`src/source/rsa_core_pkg.sv`:
```
package rsa_core_pkg;

	// ------------------------------------------------------------------
	// Arithmetic sizes
	// ------------------------------------------------------------------

	// Modulus, message, exponent and product all fit in one bus word.
	localparam int MOD_W = 32;

	// Fixed public exponent, F4.
	localparam logic [MOD_W-1:0] E_PUB = 32'd65537;

	// ------------------------------------------------------------------
	// Operation select
	// ------------------------------------------------------------------

	// Encrypt raises the message to E_PUB, decrypt raises it to the
	// private exponent supplied by the host.
	typedef enum logic {
		MODE_ENCRYPT = 1'b0,
		MODE_DECRYPT = 1'b1
	} rsa_mode_e;

endpackage

```
`src/source/rsa_reg_pkg.sv`:
```
package rsa_reg_pkg;

	// ------------------------------------------------------------------
	// Register map
	// ------------------------------------------------------------------

	// Word address width of the register port.
	localparam int REG_ADDR_W = 3;

	// One entry per 32-bit word. START is a strobe and has no storage,
	// MSG_OUT and STATUS are read only.
	typedef enum logic [REG_ADDR_W-1:0] {
		REG_CTRL    = 3'd0,
		REG_P       = 3'd1,
		REG_Q       = 3'd2,
		REG_D       = 3'd3,
		REG_MSG_IN  = 3'd4,
		REG_START   = 3'd5,
		REG_MSG_OUT = 3'd6,
		REG_STATUS  = 3'd7
	} rsa_reg_e;

	// ------------------------------------------------------------------
	// STATUS fields
	// ------------------------------------------------------------------

	localparam int STAT_DONE_BIT = 0;
	localparam int STAT_BUSY_BIT = 1;

endpackage

```
`src/source/rsa_modmul.sv`:
```
`timescale 1ns/1ps

module rsa_modmul
	import rsa_core_pkg::*;
(
	input  logic             clk_i,
	input  logic             rst_n_i,
	input  logic             mul_start_i,
	input  logic [MOD_W-1:0] a_i,
	input  logic [MOD_W-1:0] b_i,
	input  logic [MOD_W-1:0] n_i,
	output logic             mul_done_o,
	output logic [MOD_W-1:0] product_o
);

	localparam int CNT_W = $clog2(MOD_W);

	logic             run_q;
	logic [CNT_W-1:0] cnt_q;
	logic [MOD_W-1:0] a_q;
	logic [MOD_W-1:0] b_q;
	logic [MOD_W-1:0] n_q;
	logic [MOD_W-1:0] acc_q;

	logic [MOD_W-1:0] addend;
	logic [MOD_W:0]   dbl;
	logic [MOD_W:0]   dbl_red;
	logic [MOD_W:0]   sum;
	logic [MOD_W:0]   sum_red;

	// One bit of b per cycle, MSB first: acc = 2*acc + b[i]*a, each
	// stage pulled back below n by a single subtraction. This holds as
	// long as a < n.
	always_comb begin
		addend  = b_q[MOD_W-1] ? a_q : '0;
		dbl     = {acc_q, 1'b0};
		dbl_red = (dbl >= {1'b0, n_q}) ? dbl - {1'b0, n_q} : dbl;
		sum     = dbl_red + {1'b0, addend};
		sum_red = (sum >= {1'b0, n_q}) ? sum - {1'b0, n_q} : sum;
	end

	always_ff @(posedge clk_i) begin
		if (!rst_n_i) begin
			run_q      <= 1'b0;
			cnt_q      <= '0;
			mul_done_o <= 1'b0;
		end else begin
			mul_done_o <= 1'b0;
			if (mul_start_i && !run_q) begin
				run_q <= 1'b1;
				cnt_q <= '0;
			end else if (run_q) begin
				cnt_q <= cnt_q + 1'b1;
				if (cnt_q == CNT_W'(MOD_W - 1)) begin
					run_q      <= 1'b0;
					mul_done_o <= 1'b1;
				end
			end
		end
	end

	always_ff @(posedge clk_i) begin
		if (mul_start_i && !run_q) begin
			a_q   <= a_i;
			b_q   <= b_i;
			n_q   <= n_i;
			acc_q <= '0;
		end else if (run_q) begin
			b_q   <= {b_q[MOD_W-2:0], 1'b0};
			acc_q <= sum_red[MOD_W-1:0];
		end
	end

	assign product_o = acc_q;

endmodule

```
`src/source/rsa_modexp.sv`:
```
`timescale 1ns/1ps

module rsa_modexp
	import rsa_core_pkg::*;
#(
	parameter int PRIME_W = 16
) (
	input  logic               clk_i,
	input  logic               rst_n_i,
	input  logic               start_i,
	input  rsa_mode_e          mode_i,
	input  logic [PRIME_W-1:0] p_i,
	input  logic [PRIME_W-1:0] q_i,
	input  logic [MOD_W-1:0]   d_i,
	input  logic [MOD_W-1:0]   msg_in_i,
	output logic               busy_o,
	output logic               done_o,
	output logic [MOD_W-1:0]   msg_out_o
);

	typedef enum logic [1:0] {
		IDLE,
		MUL_RESULT,
		MUL_SQUARE,
		FINISH
	} exp_state_e;

	exp_state_e       state_q;
	logic             issued_q;
	logic             reduce_q;
	logic [MOD_W-1:0] n_q;
	logic [MOD_W-1:0] exp_q;
	logic [MOD_W-1:0] base_q;
	logic [MOD_W-1:0] result_q;

	logic [MOD_W-1:0] n_w;
	logic [MOD_W-1:0] exp_w;
	logic [MOD_W-1:0] exp_shift;
	logic             exp_last;
	logic             mul_start;
	logic [MOD_W-1:0] mul_a;
	logic             mul_done;
	logic [MOD_W-1:0] product;

	assign n_w   = MOD_W'(p_i) * MOD_W'(q_i);
	assign exp_w = (mode_i == MODE_DECRYPT) ? d_i : E_PUB;

	assign exp_shift = exp_q >> 1;
	assign exp_last  = (exp_shift == '0);

	// The first square slot reduces the raw message: result still holds
	// 1 mod N there, so the product is msg mod N. Every later a operand
	// is then below N, as the multiplier needs.
	assign mul_a     = (state_q == MUL_SQUARE && !reduce_q) ? base_q : result_q;
	assign mul_start = (state_q == MUL_RESULT || state_q == MUL_SQUARE) && !issued_q;

	rsa_modmul u_rsa_modmul (
		.clk_i       (clk_i),
		.rst_n_i     (rst_n_i),
		.mul_start_i (mul_start),
		.a_i         (mul_a),
		.b_i         (base_q),
		.n_i         (n_q),
		.mul_done_o  (mul_done),
		.product_o   (product)
	);

	// ------------------------------------------------------------------
	// Right-to-left square and multiply
	// ------------------------------------------------------------------

	always_ff @(posedge clk_i) begin
		if (!rst_n_i) begin
			state_q   <= IDLE;
			issued_q  <= 1'b0;
			reduce_q  <= 1'b0;
			done_o    <= 1'b0;
			msg_out_o <= '0;
		end else begin
			if (mul_start) begin
				issued_q <= 1'b1;
			end
			if (mul_done) begin
				issued_q <= 1'b0;
			end

			case (state_q)
				IDLE: begin
					if (start_i) begin
						done_o   <= 1'b0;
						reduce_q <= 1'b1;
						state_q  <= (exp_w == '0) ? FINISH : MUL_SQUARE;
					end
				end
				MUL_SQUARE: begin
					if (mul_done) begin
						reduce_q <= 1'b0;
						// A clear bit only needs the next square.
						if (exp_q[0]) begin
							state_q <= MUL_RESULT;
						end else begin
							state_q <= MUL_SQUARE;
						end
					end
				end
				MUL_RESULT: begin
					if (mul_done) begin
						state_q <= exp_last ? FINISH : MUL_SQUARE;
					end
				end
				FINISH: begin
					msg_out_o <= result_q;
					done_o    <= 1'b1;
					state_q   <= IDLE;
				end
				default: state_q <= IDLE;
			endcase
		end
	end

	always_ff @(posedge clk_i) begin
		if (state_q == IDLE && start_i) begin
			n_q      <= n_w;
			exp_q    <= exp_w;
			base_q   <= msg_in_i;
			result_q <= (n_w == MOD_W'(1)) ? '0 : MOD_W'(1);
		end else if (mul_done && state_q == MUL_SQUARE) begin
			base_q <= product;
			if (!exp_q[0]) begin
				exp_q <= exp_shift;
			end
		end else if (mul_done && state_q == MUL_RESULT) begin
			result_q <= product;
			exp_q    <= exp_shift;
		end
	end

	assign busy_o = (state_q != IDLE);

endmodule

```
`src/source/rsa_reg_file.sv`:
```
`timescale 1ns/1ps

module rsa_reg_file
	import rsa_core_pkg::*;
	import rsa_reg_pkg::*;
#(
	parameter int PRIME_W = 16
) (
	input  logic                  clk_i,
	input  logic                  rst_n_i,

	// Wishbone classic slave.
	input  logic                  wb_cyc_i,
	input  logic                  wb_stb_i,
	input  logic                  wb_we_i,
	input  logic [REG_ADDR_W-1:0] wb_adr_i,
	input  logic [31:0]           wb_dat_i,
	output logic [31:0]           wb_dat_o,
	output logic                  wb_ack_o,

	input  logic                  lock_i,
	input  logic                  acct_en_i,

	// Core status and result.
	input  logic                  busy_i,
	input  logic                  done_i,
	input  logic [MOD_W-1:0]      msg_out_i,

	// Core operands and launch.
	output logic                  start_o,
	output rsa_mode_e             mode_o,
	output logic [PRIME_W-1:0]    p_o,
	output logic [PRIME_W-1:0]    q_o,
	output logic [MOD_W-1:0]      d_o,
	output logic [MOD_W-1:0]      msg_in_o
);

	logic        req;
	logic        wr_en;
	rsa_reg_e    reg_sel;
	logic [31:0] status_word;
	logic [31:0] rd_data;

	// A new request is one that has not been acknowledged yet. Since ack
	// lasts a single cycle, a held request is never counted twice.
	assign req     = wb_cyc_i & wb_stb_i & ~wb_ack_o;
	assign reg_sel = rsa_reg_e'(wb_adr_i);

	// Writes land only when the port is enabled and unlocked.
	assign wr_en = req & wb_we_i & acct_en_i & ~lock_i;

	// ------------------------------------------------------------------
	// Bus handshake and launch strobe
	// ------------------------------------------------------------------

	always_ff @(posedge clk_i) begin
		if (!rst_n_i) begin
			wb_ack_o <= 1'b0;
			start_o  <= 1'b0;
		end else begin
			wb_ack_o <= req;
			// A START while the core runs is acked and dropped.
			start_o  <= wr_en && (reg_sel == REG_START) && !busy_i;
		end
	end

	// ------------------------------------------------------------------
	// Operand registers
	// ------------------------------------------------------------------

	always_ff @(posedge clk_i) begin
		if (!rst_n_i) begin
			mode_o   <= MODE_ENCRYPT;
			p_o      <= '0;
			q_o      <= '0;
			d_o      <= '0;
			msg_in_o <= '0;
		end else if (wr_en) begin
			case (reg_sel)
				REG_CTRL:   mode_o   <= rsa_mode_e'(wb_dat_i[0]);
				REG_P:      p_o      <= wb_dat_i[PRIME_W-1:0];
				REG_Q:      q_o      <= wb_dat_i[PRIME_W-1:0];
				REG_D:      d_o      <= wb_dat_i;
				REG_MSG_IN: msg_in_o <= wb_dat_i;
				default: ;
			endcase
		end
	end

	// ------------------------------------------------------------------
	// Read path
	// ------------------------------------------------------------------

	always_comb begin
		status_word                = '0;
		status_word[STAT_DONE_BIT] = done_i;
		status_word[STAT_BUSY_BIT] = busy_i;

		rd_data = '0;
		if (acct_en_i) begin
			case (reg_sel)
				REG_CTRL:    rd_data = 32'(mode_o);
				REG_P:       rd_data = 32'(p_o);
				REG_Q:       rd_data = 32'(q_o);
				REG_D:       rd_data = d_o;
				REG_MSG_IN:  rd_data = msg_in_o;
				// Result and status are hidden while the lock is held.
				REG_MSG_OUT: rd_data = lock_i ? '0 : msg_out_i;
				REG_STATUS:  rd_data = lock_i ? '0 : status_word;
				default:     rd_data = '0;
			endcase
		end
	end

	// Read data is captured with the ack and is zero otherwise.
	always_ff @(posedge clk_i) begin
		if (!rst_n_i) begin
			wb_dat_o <= '0;
		end else if (req && !wb_we_i) begin
			wb_dat_o <= rd_data;
		end else begin
			wb_dat_o <= '0;
		end
	end

endmodule

```
`src/source/rsa_accel.sv`:
```
`timescale 1ns/1ps

module rsa_accel
	import rsa_core_pkg::*;
	import rsa_reg_pkg::*;
#(
	parameter int PRIME_W = 16
) (
	input  logic                  clk_i,
	input  logic                  rst_n_i,
	input  logic                  wb_cyc_i,
	input  logic                  wb_stb_i,
	input  logic                  wb_we_i,
	input  logic [REG_ADDR_W-1:0] wb_adr_i,
	input  logic [31:0]           wb_dat_i,
	output logic [31:0]           wb_dat_o,
	output logic                  wb_ack_o,
	input  logic                  lock_i,
	input  logic                  acct_en_i
);

	logic               start;
	rsa_mode_e          mode;
	logic [PRIME_W-1:0] p;
	logic [PRIME_W-1:0] q;
	logic [MOD_W-1:0]   d;
	logic [MOD_W-1:0]   msg_in;
	logic               busy;
	logic               done;
	logic [MOD_W-1:0]   msg_out;

	rsa_reg_file #(
		.PRIME_W (PRIME_W)
	) u_rsa_reg_file (
		.clk_i     (clk_i),
		.rst_n_i   (rst_n_i),
		.wb_cyc_i  (wb_cyc_i),
		.wb_stb_i  (wb_stb_i),
		.wb_we_i   (wb_we_i),
		.wb_adr_i  (wb_adr_i),
		.wb_dat_i  (wb_dat_i),
		.wb_dat_o  (wb_dat_o),
		.wb_ack_o  (wb_ack_o),
		.lock_i    (lock_i),
		.acct_en_i (acct_en_i),
		.busy_i    (busy),
		.done_i    (done),
		.msg_out_i (msg_out),
		.start_o   (start),
		.mode_o    (mode),
		.p_o       (p),
		.q_o       (q),
		.d_o       (d),
		.msg_in_o  (msg_in)
	);

	rsa_modexp #(
		.PRIME_W (PRIME_W)
	) u_rsa_modexp (
		.clk_i     (clk_i),
		.rst_n_i   (rst_n_i),
		.start_i   (start),
		.mode_i    (mode),
		.p_i       (p),
		.q_i       (q),
		.d_i       (d),
		.msg_in_i  (msg_in),
		.busy_o    (busy),
		.done_o    (done),
		.msg_out_o (msg_out)
	);

endmodule

```
`config.mk`:
```
export PLATFORM = sky130hd
export DESIGN_NAME = rsa_accel
export DESIGN_NICKNAME = d
export VERILOG_FILES = /design/src/source/rsa_core_pkg.sv /design/src/source/rsa_reg_pkg.sv /design/src/source/rsa_modmul.sv /design/src/source/rsa_modexp.sv /design/src/source/rsa_reg_file.sv /design/src/source/rsa_accel.sv
export SDC_FILE = /design/constraint.sdc
export NUM_CORES = 2
export LEC_CHECK = 0
export BUFFER_PORTS_ARGS = -buffer_cell sky130_fd_sc_hd__buf_2
export CAP_MARGIN = 20
export CELL_PAD_IN_SITES_DETAIL_PLACEMENT = 0
export CELL_PAD_IN_SITES_GLOBAL_PLACEMENT = 2
export CORE_ASPECT_RATIO = 1.2
export CORE_MARGIN = 1
export CORE_UTILIZATION = 42
export DETAILED_ROUTE_END_ITERATION = 10
export GPL_ROUTABILITY_DRIVEN = 0
export MAX_ROUTING_LAYER = met4
export PLACE_DENSITY_LB_ADDON = 0.1
export SYNTH_ARGS = -nofsm -noshare
export SYNTH_HDL_FRONTEND = slang
export SYNTH_SLANG_ARGS = --single-unit
export TNS_END_PERCENT = 50
```
`constraint.sdc`:
```
create_clock -name clk_i -period 9.1 [get_ports clk_i]
set_input_delay 0.91 -clock clk_i [delete_from_list [all_inputs] [get_ports clk_i]]
set_output_delay 0.91 -clock clk_i [all_outputs]
set_load 0.03 [all_outputs]
```
Yosys cells after proc, flatten, opt, wreduce, memory -nomap -nowiden
Cells that the tools add are included.
{"block": "classes", "addsub": 4, "n_mul": 1, "n_div": 0, "order_cmp": 2, "eq_ne": 17, "shifts": 0, "muxes": 36, "bitwise_logic": 9, "reduce_logical": 40}
{"operator": "2-to-1 mux 32 bit", "n": 16}
{"operator": "one-hot mux 32 bit (7 select lines)", "n": 1}
{"operator": "greater-or-equal comparator 33 x 32 -> 1 bit", "n": 2}
{"operator": "logical NOT 32 bit", "n": 2}
{"operator": "adder 33 x 32 -> 33 bit", "n": 1}
{"operator": "2-to-1 mux 33 bit", "n": 1}
{"operator": "subtractor 33 x 32 -> 33 bit", "n": 1}
{"operator": "equality test 32 x 1 -> 1 bit (second input constant)", "n": 1}
{"operator": "multiplier 16 x 16 -> 32 bit", "n": 1}
{"operator": "subtractor 32 bit", "n": 1}
{"operator": "AND reduction 2 bit", "n": 8}
{"operator": "equality test 3 bit (second input constant)", "n": 4}
{"operator": "nonzero test 2 bit", "n": 6}
{"operator": "2-to-1 mux 1 bit", "n": 10}
{"operator": "2-to-1 mux 2 bit", "n": 5}
{"operator": "logical AND 1 bit", "n": 9}
{"operator": "AND reduction 3 bit", "n": 3}
{"operator": "one-hot mux 2 bit (4 select lines)", "n": 1}
{"operator": "equality test 3 x 2 -> 1 bit (second input constant)", "n": 2}
{"operator": "inequality test 2 bit (second input constant)", "n": 3}
{"operator": "adder 5 x 1 -> 5 bit (second input constant)", "n": 1}
{"operator": "bitwise AND 1 bit", "n": 5}
{"operator": "equality test 5 bit (second input constant)", "n": 1}
{"operator": "logical NOT 1 bit", "n": 5}
{"operator": "13 further kinds", "n": 19}
{"block": "totals", "ff_bits": 431, "latch_bits": 0, "mem_bits_rw": 0, "romBits": 0, "inputBits": 42, "out_inout_bits": 33, "elab_cells": 134, "mem_count": 0}

Depth between registers and ports, before layout
{"block": "depth", "word_depth": 7, "ltp_mapped": 35, "depth_no_buf": 31}

Cells and area by module
A second synthesis with hierarchy kept.
{"block": "hier_totals", "cells_unflattened": 3409, "hier_area_um2": 32718.9}
{"mod": "rsa_modexp", "instances": 1, "cells_per_inst": 1524, "area_each_um2": 15536.2, "seq_area_each_um2": 4584.4}
{"mod": "rsa_modmul", "instances": 1, "cells_per_inst": 1154, "area_each_um2": 10543.9, "seq_area_each_um2": 3663.5}
{"mod": "rsa_reg_file", "instances": 1, "cells_per_inst": 731, "area_each_um2": 6638.9, "seq_area_each_um2": 2622.5}

Least setup slack after synthesis
OpenSTA, ideal clock, no wires.
{"block": "synth_path", "path_kind": "register to register", "startpoint": "register u_rsa_reg_file.q_o[2]", "endpoint": "register u_rsa_modexp.result_q[0], data pin", "setup_ns": 0.261, "arrival_time_ns": 7.226, "required_time_ns": 8.839, "path_slack_ns": 1.613, "path_stages_with_launch": 26, "path_buffers": 2, "synth_period_minus_slack_ns": 7.487, "path_cell_list": "dfxtp_1 clkbuf_1 clkbuf_1 nand2_1 fa_1 inv_1 fa_1 inv_1 fa_1 fa_1 inv_1 fa_1 inv_1 fa_1 inv_1 ha_1 a21oi_1 o21ai_0 a32oi_1 a21oi_1 or3_1 a211o_1 or4_1 or4_1 or4b_1 o32a_1"}
{"block": "synth_via", "elab_chain_cells": 4}
{"element": "start: declaration", "line_no": "rsa_reg_file.sv:33", "rtl": "output logic [PRIME_W-1:0] q_o,"}
{"element": "start signal: assignment", "line_no": "rsa_reg_file.sv:82", "rtl": "REG_Q: q_o <= wb_dat_i[PRIME_W-1:0];"}
{"element": "multiplier 16 x 16 -> 32 bit", "line_no": "rsa_modexp.sv:45", "rtl": "assign n_w = MOD_W'(p_i) * MOD_W'(q_i);"}
{"element": "equality test 32 x 1 -> 1 bit", "line_no": "rsa_modexp.sv:126", "rtl": "result_q <= (n_w == MOD_W'(1)) ? '0 : MOD_W'(1);"}
{"element": "2-to-1 mux 1 bit", "line_no": "rsa_modexp.sv:126"}
{"element": "2-to-1 mux 32 bit", "line_no": "rsa_modexp.sv:122", "rtl": "if (state_q == IDLE && start_i) begin"}
{"element": "end signal: assignment", "line_no": "rsa_modexp.sv:126"}
{"element": "end signal: assignment", "line_no": "rsa_modexp.sv:133", "rtl": "result_q <= product;"}
{"element": "end: declaration", "line_no": "rsa_modexp.sv:34", "rtl": "logic [MOD_W-1:0] result_q;"}
Every way passes these cells.
A chain may end at the register's enable or synchronous reset.

Final worst setup path
{"block": "layout_path", "startpoint": "register u_rsa_reg_file.p_o[11]", "endpoint": "register u_rsa_modexp.result_q[0], data pin"}
{"block": "layout_via", "elab_chain_cells": 4}
{"element": "start: declaration", "line_no": "rsa_reg_file.sv:32", "rtl": "output logic [PRIME_W-1:0] p_o,"}
{"element": "start signal: assignment", "line_no": "rsa_reg_file.sv:81", "rtl": "REG_P: p_o <= wb_dat_i[PRIME_W-1:0];"}
{"element": "multiplier 16 x 16 -> 32 bit", "line_no": "rsa_modexp.sv:45"}
{"element": "net u_rsa_modexp.n_w[28]", "line_no": "rsa_modexp.sv:36", "rtl": "logic [MOD_W-1:0] n_w;"}
{"element": "equality test 32 x 1 -> 1 bit", "line_no": "rsa_modexp.sv:126"}
{"element": "2-to-1 mux 1 bit", "line_no": "rsa_modexp.sv:126"}
{"element": "2-to-1 mux 32 bit", "line_no": "rsa_modexp.sv:122"}
The timed path passes the listed nets, and every way through them passes these cells.

==> impl_results.rst <==
.. list-table::
   :header-rows: 1

   * - Metric
     - Value
   * - Per-cell routed wire length
     - 23.2 um
   * - Clock transition at the registers of the reported paths
     - roughly 0.060 ns
   * - Multi-input logic area
     - between 0.015 and 0.02 mm2
   * - Synth Net Count
     - about 3700
   * - Dominant cells by area after synthesis
     - sky130_fd_sc_hd__edfxtp_1 22%, sky130_fd_sc_hd__dfxtp_1 14%, sky130_fd_sc_hd__fa_1 13%
   * - Final antenna diode count
     - 0
   * - Final setup violation count
     - 0
   * - Sequential power share
     - between 20% and 30%
   * - Vias in the first global route
     - 24200
   * - Register-to-Register Path Depth
     - 23
   * - Total I/O pin count
     - 75
   * - Router iterations before antenna repair
     - 6
   * - Max-slew violation count
     - 0
   * - Type of element launching the critical path
     - flip-flop
   * - Cell row count
     - approximately 110
   * - Highest-count cells in the layout ignoring fill and taps
     - 512 x sky130_fd_sc_hd__nand2_1, 307 x sky130_fd_sc_hd__inv_1, 235 x sky130_fd_sc_hd__a21oi_1
   * - Class of the most critical hold timing path
     - flip-flop to flip-flop
   * - Int Power
     - between 6000 and 7000 uW
   * - Die Outline Area
     - 0.0736 mm2
   * - Clock share of power
     - between 10% and 20%
   * - Net switching component of the power
     - 6190 uW
   * - Final net count
     - around 3700
   * - Post CTS Setup Buffer Count
     - 0
   * - Area Growth Syn to Fin
     - 9.88%
   * - Largest area contributor in the netlist
     - sky130_fd_sc_hd__edfxtp_1
   * - Number of placed instances, taps included
     - around 4000
   * - Sinks on Clock Net
     - 431
   * - CP Max Fanout
     - 18
   * - Most frequent cell on the critical path
     - sky130_fd_sc_hd__fa_1
   * - Async SR Flop Fraction
     - 0%
   * - Worst Hold End
     - u_rsa_modexp.u_rsa_modmul.n_q[21]
   * - Number of buffers inserted by hold repair at cts
     - 0
   * - Combinational cell fraction of total power
     - 63.9%
   * - Mapped cell area
     - ~0.030 mm2
   * - Root Driver
     - sky130_fd_sc_hd__clkbuf_16
   * - Maximum clock path buffer count
     - 3
   * - Register bit count reported by yosys
     - roughly 430
   * - Achievable frequency
     - ~120 MHz
   * - Number of standard cells in the layout, taps in and fillers out
     - between 4000 and 5000
   * - Routed via count
     - 23700
   * - Relative slew margins
     - between 20 and 30%
   * - RSZ-0062 raised after global routing
     - no
   * - Number of antenna violations at the first check in global routing
     - 4
   * - Slowest-stage cell, CP
     - sky130_fd_sc_hd__dfxtp_1
   * - Global Route Usage Sum
     - roughly 27%
   * - CP max stage delay
     - just under 1 ns
   * - Worst Slack Setup Final
     - about 0.54 ns
   * - Warnings, synthesis
     - 0
   * - Primary FF master, synth
     - sky130_fd_sc_hd__edfxtp_1
   * - Instance count along the most critical hold path
     - 0
   * - Post-detailed-route via-to-cell ratio
     - 5.66
   * - Detailed Route Iter0 Violations
     - around 1700
   * - Run status
     - finished clean
   * - Global-route wire length before repair
     - between 100000 and 150000 um
   * - Final-layout fill cell count
     - 6900
   * - Worst vdd ir
     - 0.000385 V
   * - Terminus of the critical flop-to-flop path
     - u_rsa_modexp.result_q[0]
   * - Total core area
     - about 0.071 mm2
   * - Reg-to-reg setup timing slack
     - ~0.54 ns
   * - Routed WL
     - between 90000 and 100000 um
   * - Worst setup path startpoint
     - u_rsa_reg_file.p_o[11]
   * - Largest net degree at the start of global routing
     - 84
   * - Unique cell type count in the Yosys netlist
     - 74
   * - Clk_skew
     - about 0.04 ns
   * - Count of maximum capacitance violations
     - 0
   * - Number of buffers inserted during clock tree synthesis
     - between 40 and 50
   * - Register Area
     - between 0.01 and 0.015 mm2
   * - Number of flops mapped to enable cells by yosys
     - 224
   * - Type of destination of the critical path
     - flip-flop
   * - DRC viols
     - 0
   * - Overall overflow remaining after global route
     - 0
   * - Critical register-to-register path startpoint
     - u_rsa_reg_file.p_o[11]
   * - Post-route fraction of the period consumed by the critical path
     - between 90% and 100%
   * - Register area share after synthesis
     - 35.7%
   * - Per-instance average area after synthesis
     - about 9.5 um2
   * - Switching Share
     - between 40% and 50%
   * - Max H-tree Level
     - 2
   * - Lkg Pwr
     - approximately 0.014 uW
   * - Initial standard-cell utilization of the core
     - 42.7%
   * - Pwr/cell area
     - 383 mW/mm2
   * - Critical path data required time
     - approximately 9.4 ns
   * - Total Power Consumption
     - 12800 uW
   * - Buffering stage count on the worst path with inverters included
     - 5
   * - Hold_sp
     - u_rsa_modexp.n_q[21]
   * - Critical path start-end classification
     - flip-flop to flip-flop
   * - Worst-Margin Slew
     - between 1 and 1.5 ns
   * - Synthesized instance count
     - approximately 3200
   * - Worst setup slack after placement
     - -0.0431 ns
   * - List of cells traversed by the critical path
     - nand2_1, fa_1, inv_1, fa_1, inv_1, fa_1, inv_1, fa_1, inv_1, fa_1, inv_1, fa_1, ha_1, a21oi_1, o21ai_0, a2111oi_0, o21ai_0, o21ai_0, xnor2_1, or3_1, or4_1, or4b_1, o32a_1
   * - Placed cell area
     - around 0.032 mm2
   * - CTS tree
     - done
   * - CP delay by family, top
     - adder cells
   * - Fraction of layout cells with a size suffix above 1
     - approximately 8.9%
   * - Total of buffers placed on input and output ports
     - 74
   * - Detailed placer's ending HPWL
     - between 70000 and 80000 um
   * - Minimum clock period after layout
     - ~8.6 ns
   * - Area share of the largest cell type after synthesis
     - around 22%
   * - Finished Cell Area
     - approximately 0.033 mm2
   * - Cells resized by post-CTS repair
     - 2
   * - Die Ht
     - 297 um
   * - Final hold violation count
     - 0
   * - Clock latency reported for the late side of the worst-skew pair
     - 0.60 ns
   * - Signal arrival time at the worst endpoint
     - 8.88 ns
   * - Most common cell after layout, fill and taps aside
     - sky130_fd_sc_hd__nand2_1
   * - Post-route ant nets
     - 0
   * - Die outline width
     - 248 um
## state kept, by name, indices dropped and copies added (netlist names), 32 cells and up
signal,flops
u_rsa_modexp.base_q,32
u_rsa_modexp.exp_q,32
u_rsa_modexp.msg_out_o,32
u_rsa_modexp.n_q,32
u_rsa_modexp.result_q,32
u_rsa_modexp.u_rsa_modmul.a_q,32
u_rsa_modexp.u_rsa_modmul.b_q,32
u_rsa_modexp.u_rsa_modmul.n_q,32
u_rsa_modexp.u_rsa_modmul.product_o,32
u_rsa_reg_file.d_o,32
u_rsa_reg_file.msg_in_o,32
u_rsa_reg_file.wb_dat_o,32
## layout make-up
class                      count  area share (%)
clock inverter                26            1.02
tap                          926            3.46
clock buffer                  58            3.75
timing repair buffer         124            2.35
multi-input combinational   2316            53.5
inverter                     309            3.47
sequential                   431            32.5
## per-layer routing
| layer | vias up | track usage (%) | routed length [um] |
|---|---|---|---|
| met5 | - | - | 0 |
| met4 | 0 | 11.8 | 4660 |
| met3 | 208 | 2.44 | 3860 |
| met2 | 666 | 48.8 | 52000 |
| met1 | 11800 | 30.6 | 36700 |
| li1 | 11100 | - | - |
## synthesized netlist by cell type (41+ instances only)
library cell,number
sky130_fd_sc_hd__ha_1,206
sky130_fd_sc_hd__and2_1,179
sky130_fd_sc_hd__mux2i_1,50
sky130_fd_sc_hd__dfxtp_1,207
sky130_fd_sc_hd__a21o_1,73
sky130_fd_sc_hd__o21ai_0,112
sky130_fd_sc_hd__a21oi_1,235
sky130_fd_sc_hd__fa_1,197
sky130_fd_sc_hd__nand2_1,513
sky130_fd_sc_hd__edfxtp_1,224
sky130_fd_sc_hd__xnor2_1,69
sky130_fd_sc_hd__xor2_1,41
sky130_fd_sc_hd__clkbuf_1,156
sky130_fd_sc_hd__nor2_1,136
sky130_fd_sc_hd__mux2_2,65
sky130_fd_sc_hd__inv_1,307
## power groups by stage
stage	clock network, uW	logic (uW)	registers (uW)
2_1_floorplan	0	5790	2590
3_3_place_gp	0	8040	2670
3_5_place_dp	0	8050	2680
4_1_cts	2030	8100	2640
5_1_grt	2100	8890	2650
6_report	1990	8200	2630
## stage by stage
stage | setup TNS, ns | util (%) | hold WS (ns)
detailed placement | -0.150 | 44.6 | 0.406
global route | 0 | 46.9 | 0.417
global placement | 0 | 44.6 | 0.402
finish | 0 | 46.9 | 0.416
CTS | 0 | 46.8 | 0.417
floorplan | 0 | - | 0.400
## cells by family after synthesis
group,count (synthesis),share of synthesized area (%)
AO/OA/AOI/OAI,656,14.1
XOR/XNOR,110,3.16
adder cells (fa/ha/maj),403,21.4
buffers and inverters,472,5.81
flip-flops,431,35.7
multiplexers,116,4.12
AND/OR/NAND/NOR,1031,15.8
## worst max path at each step
| stage | endpoint | slack, ns | depth (start not counted) |
|---|---|---|---|
| floorplan | u_rsa_modexp.result_q[0] | 1.61 | 25 |
| global placement | u_rsa_modexp.u_rsa_modmul.product_o[1] | 0.09 | 28 |
| detailed placement | u_rsa_modexp.u_rsa_modmul.product_o[16] | -0.04 | 28 |
| CTS | u_rsa_modexp.u_rsa_modmul.product_o[21] | 0.11 | 29 |
| global route | u_rsa_modexp.u_rsa_modmul.product_o[22] | 0.07 | 30 |
| finish | u_rsa_modexp.result_q[0] | 0.54 | 23 |
(Power assumes the default switching activity.)
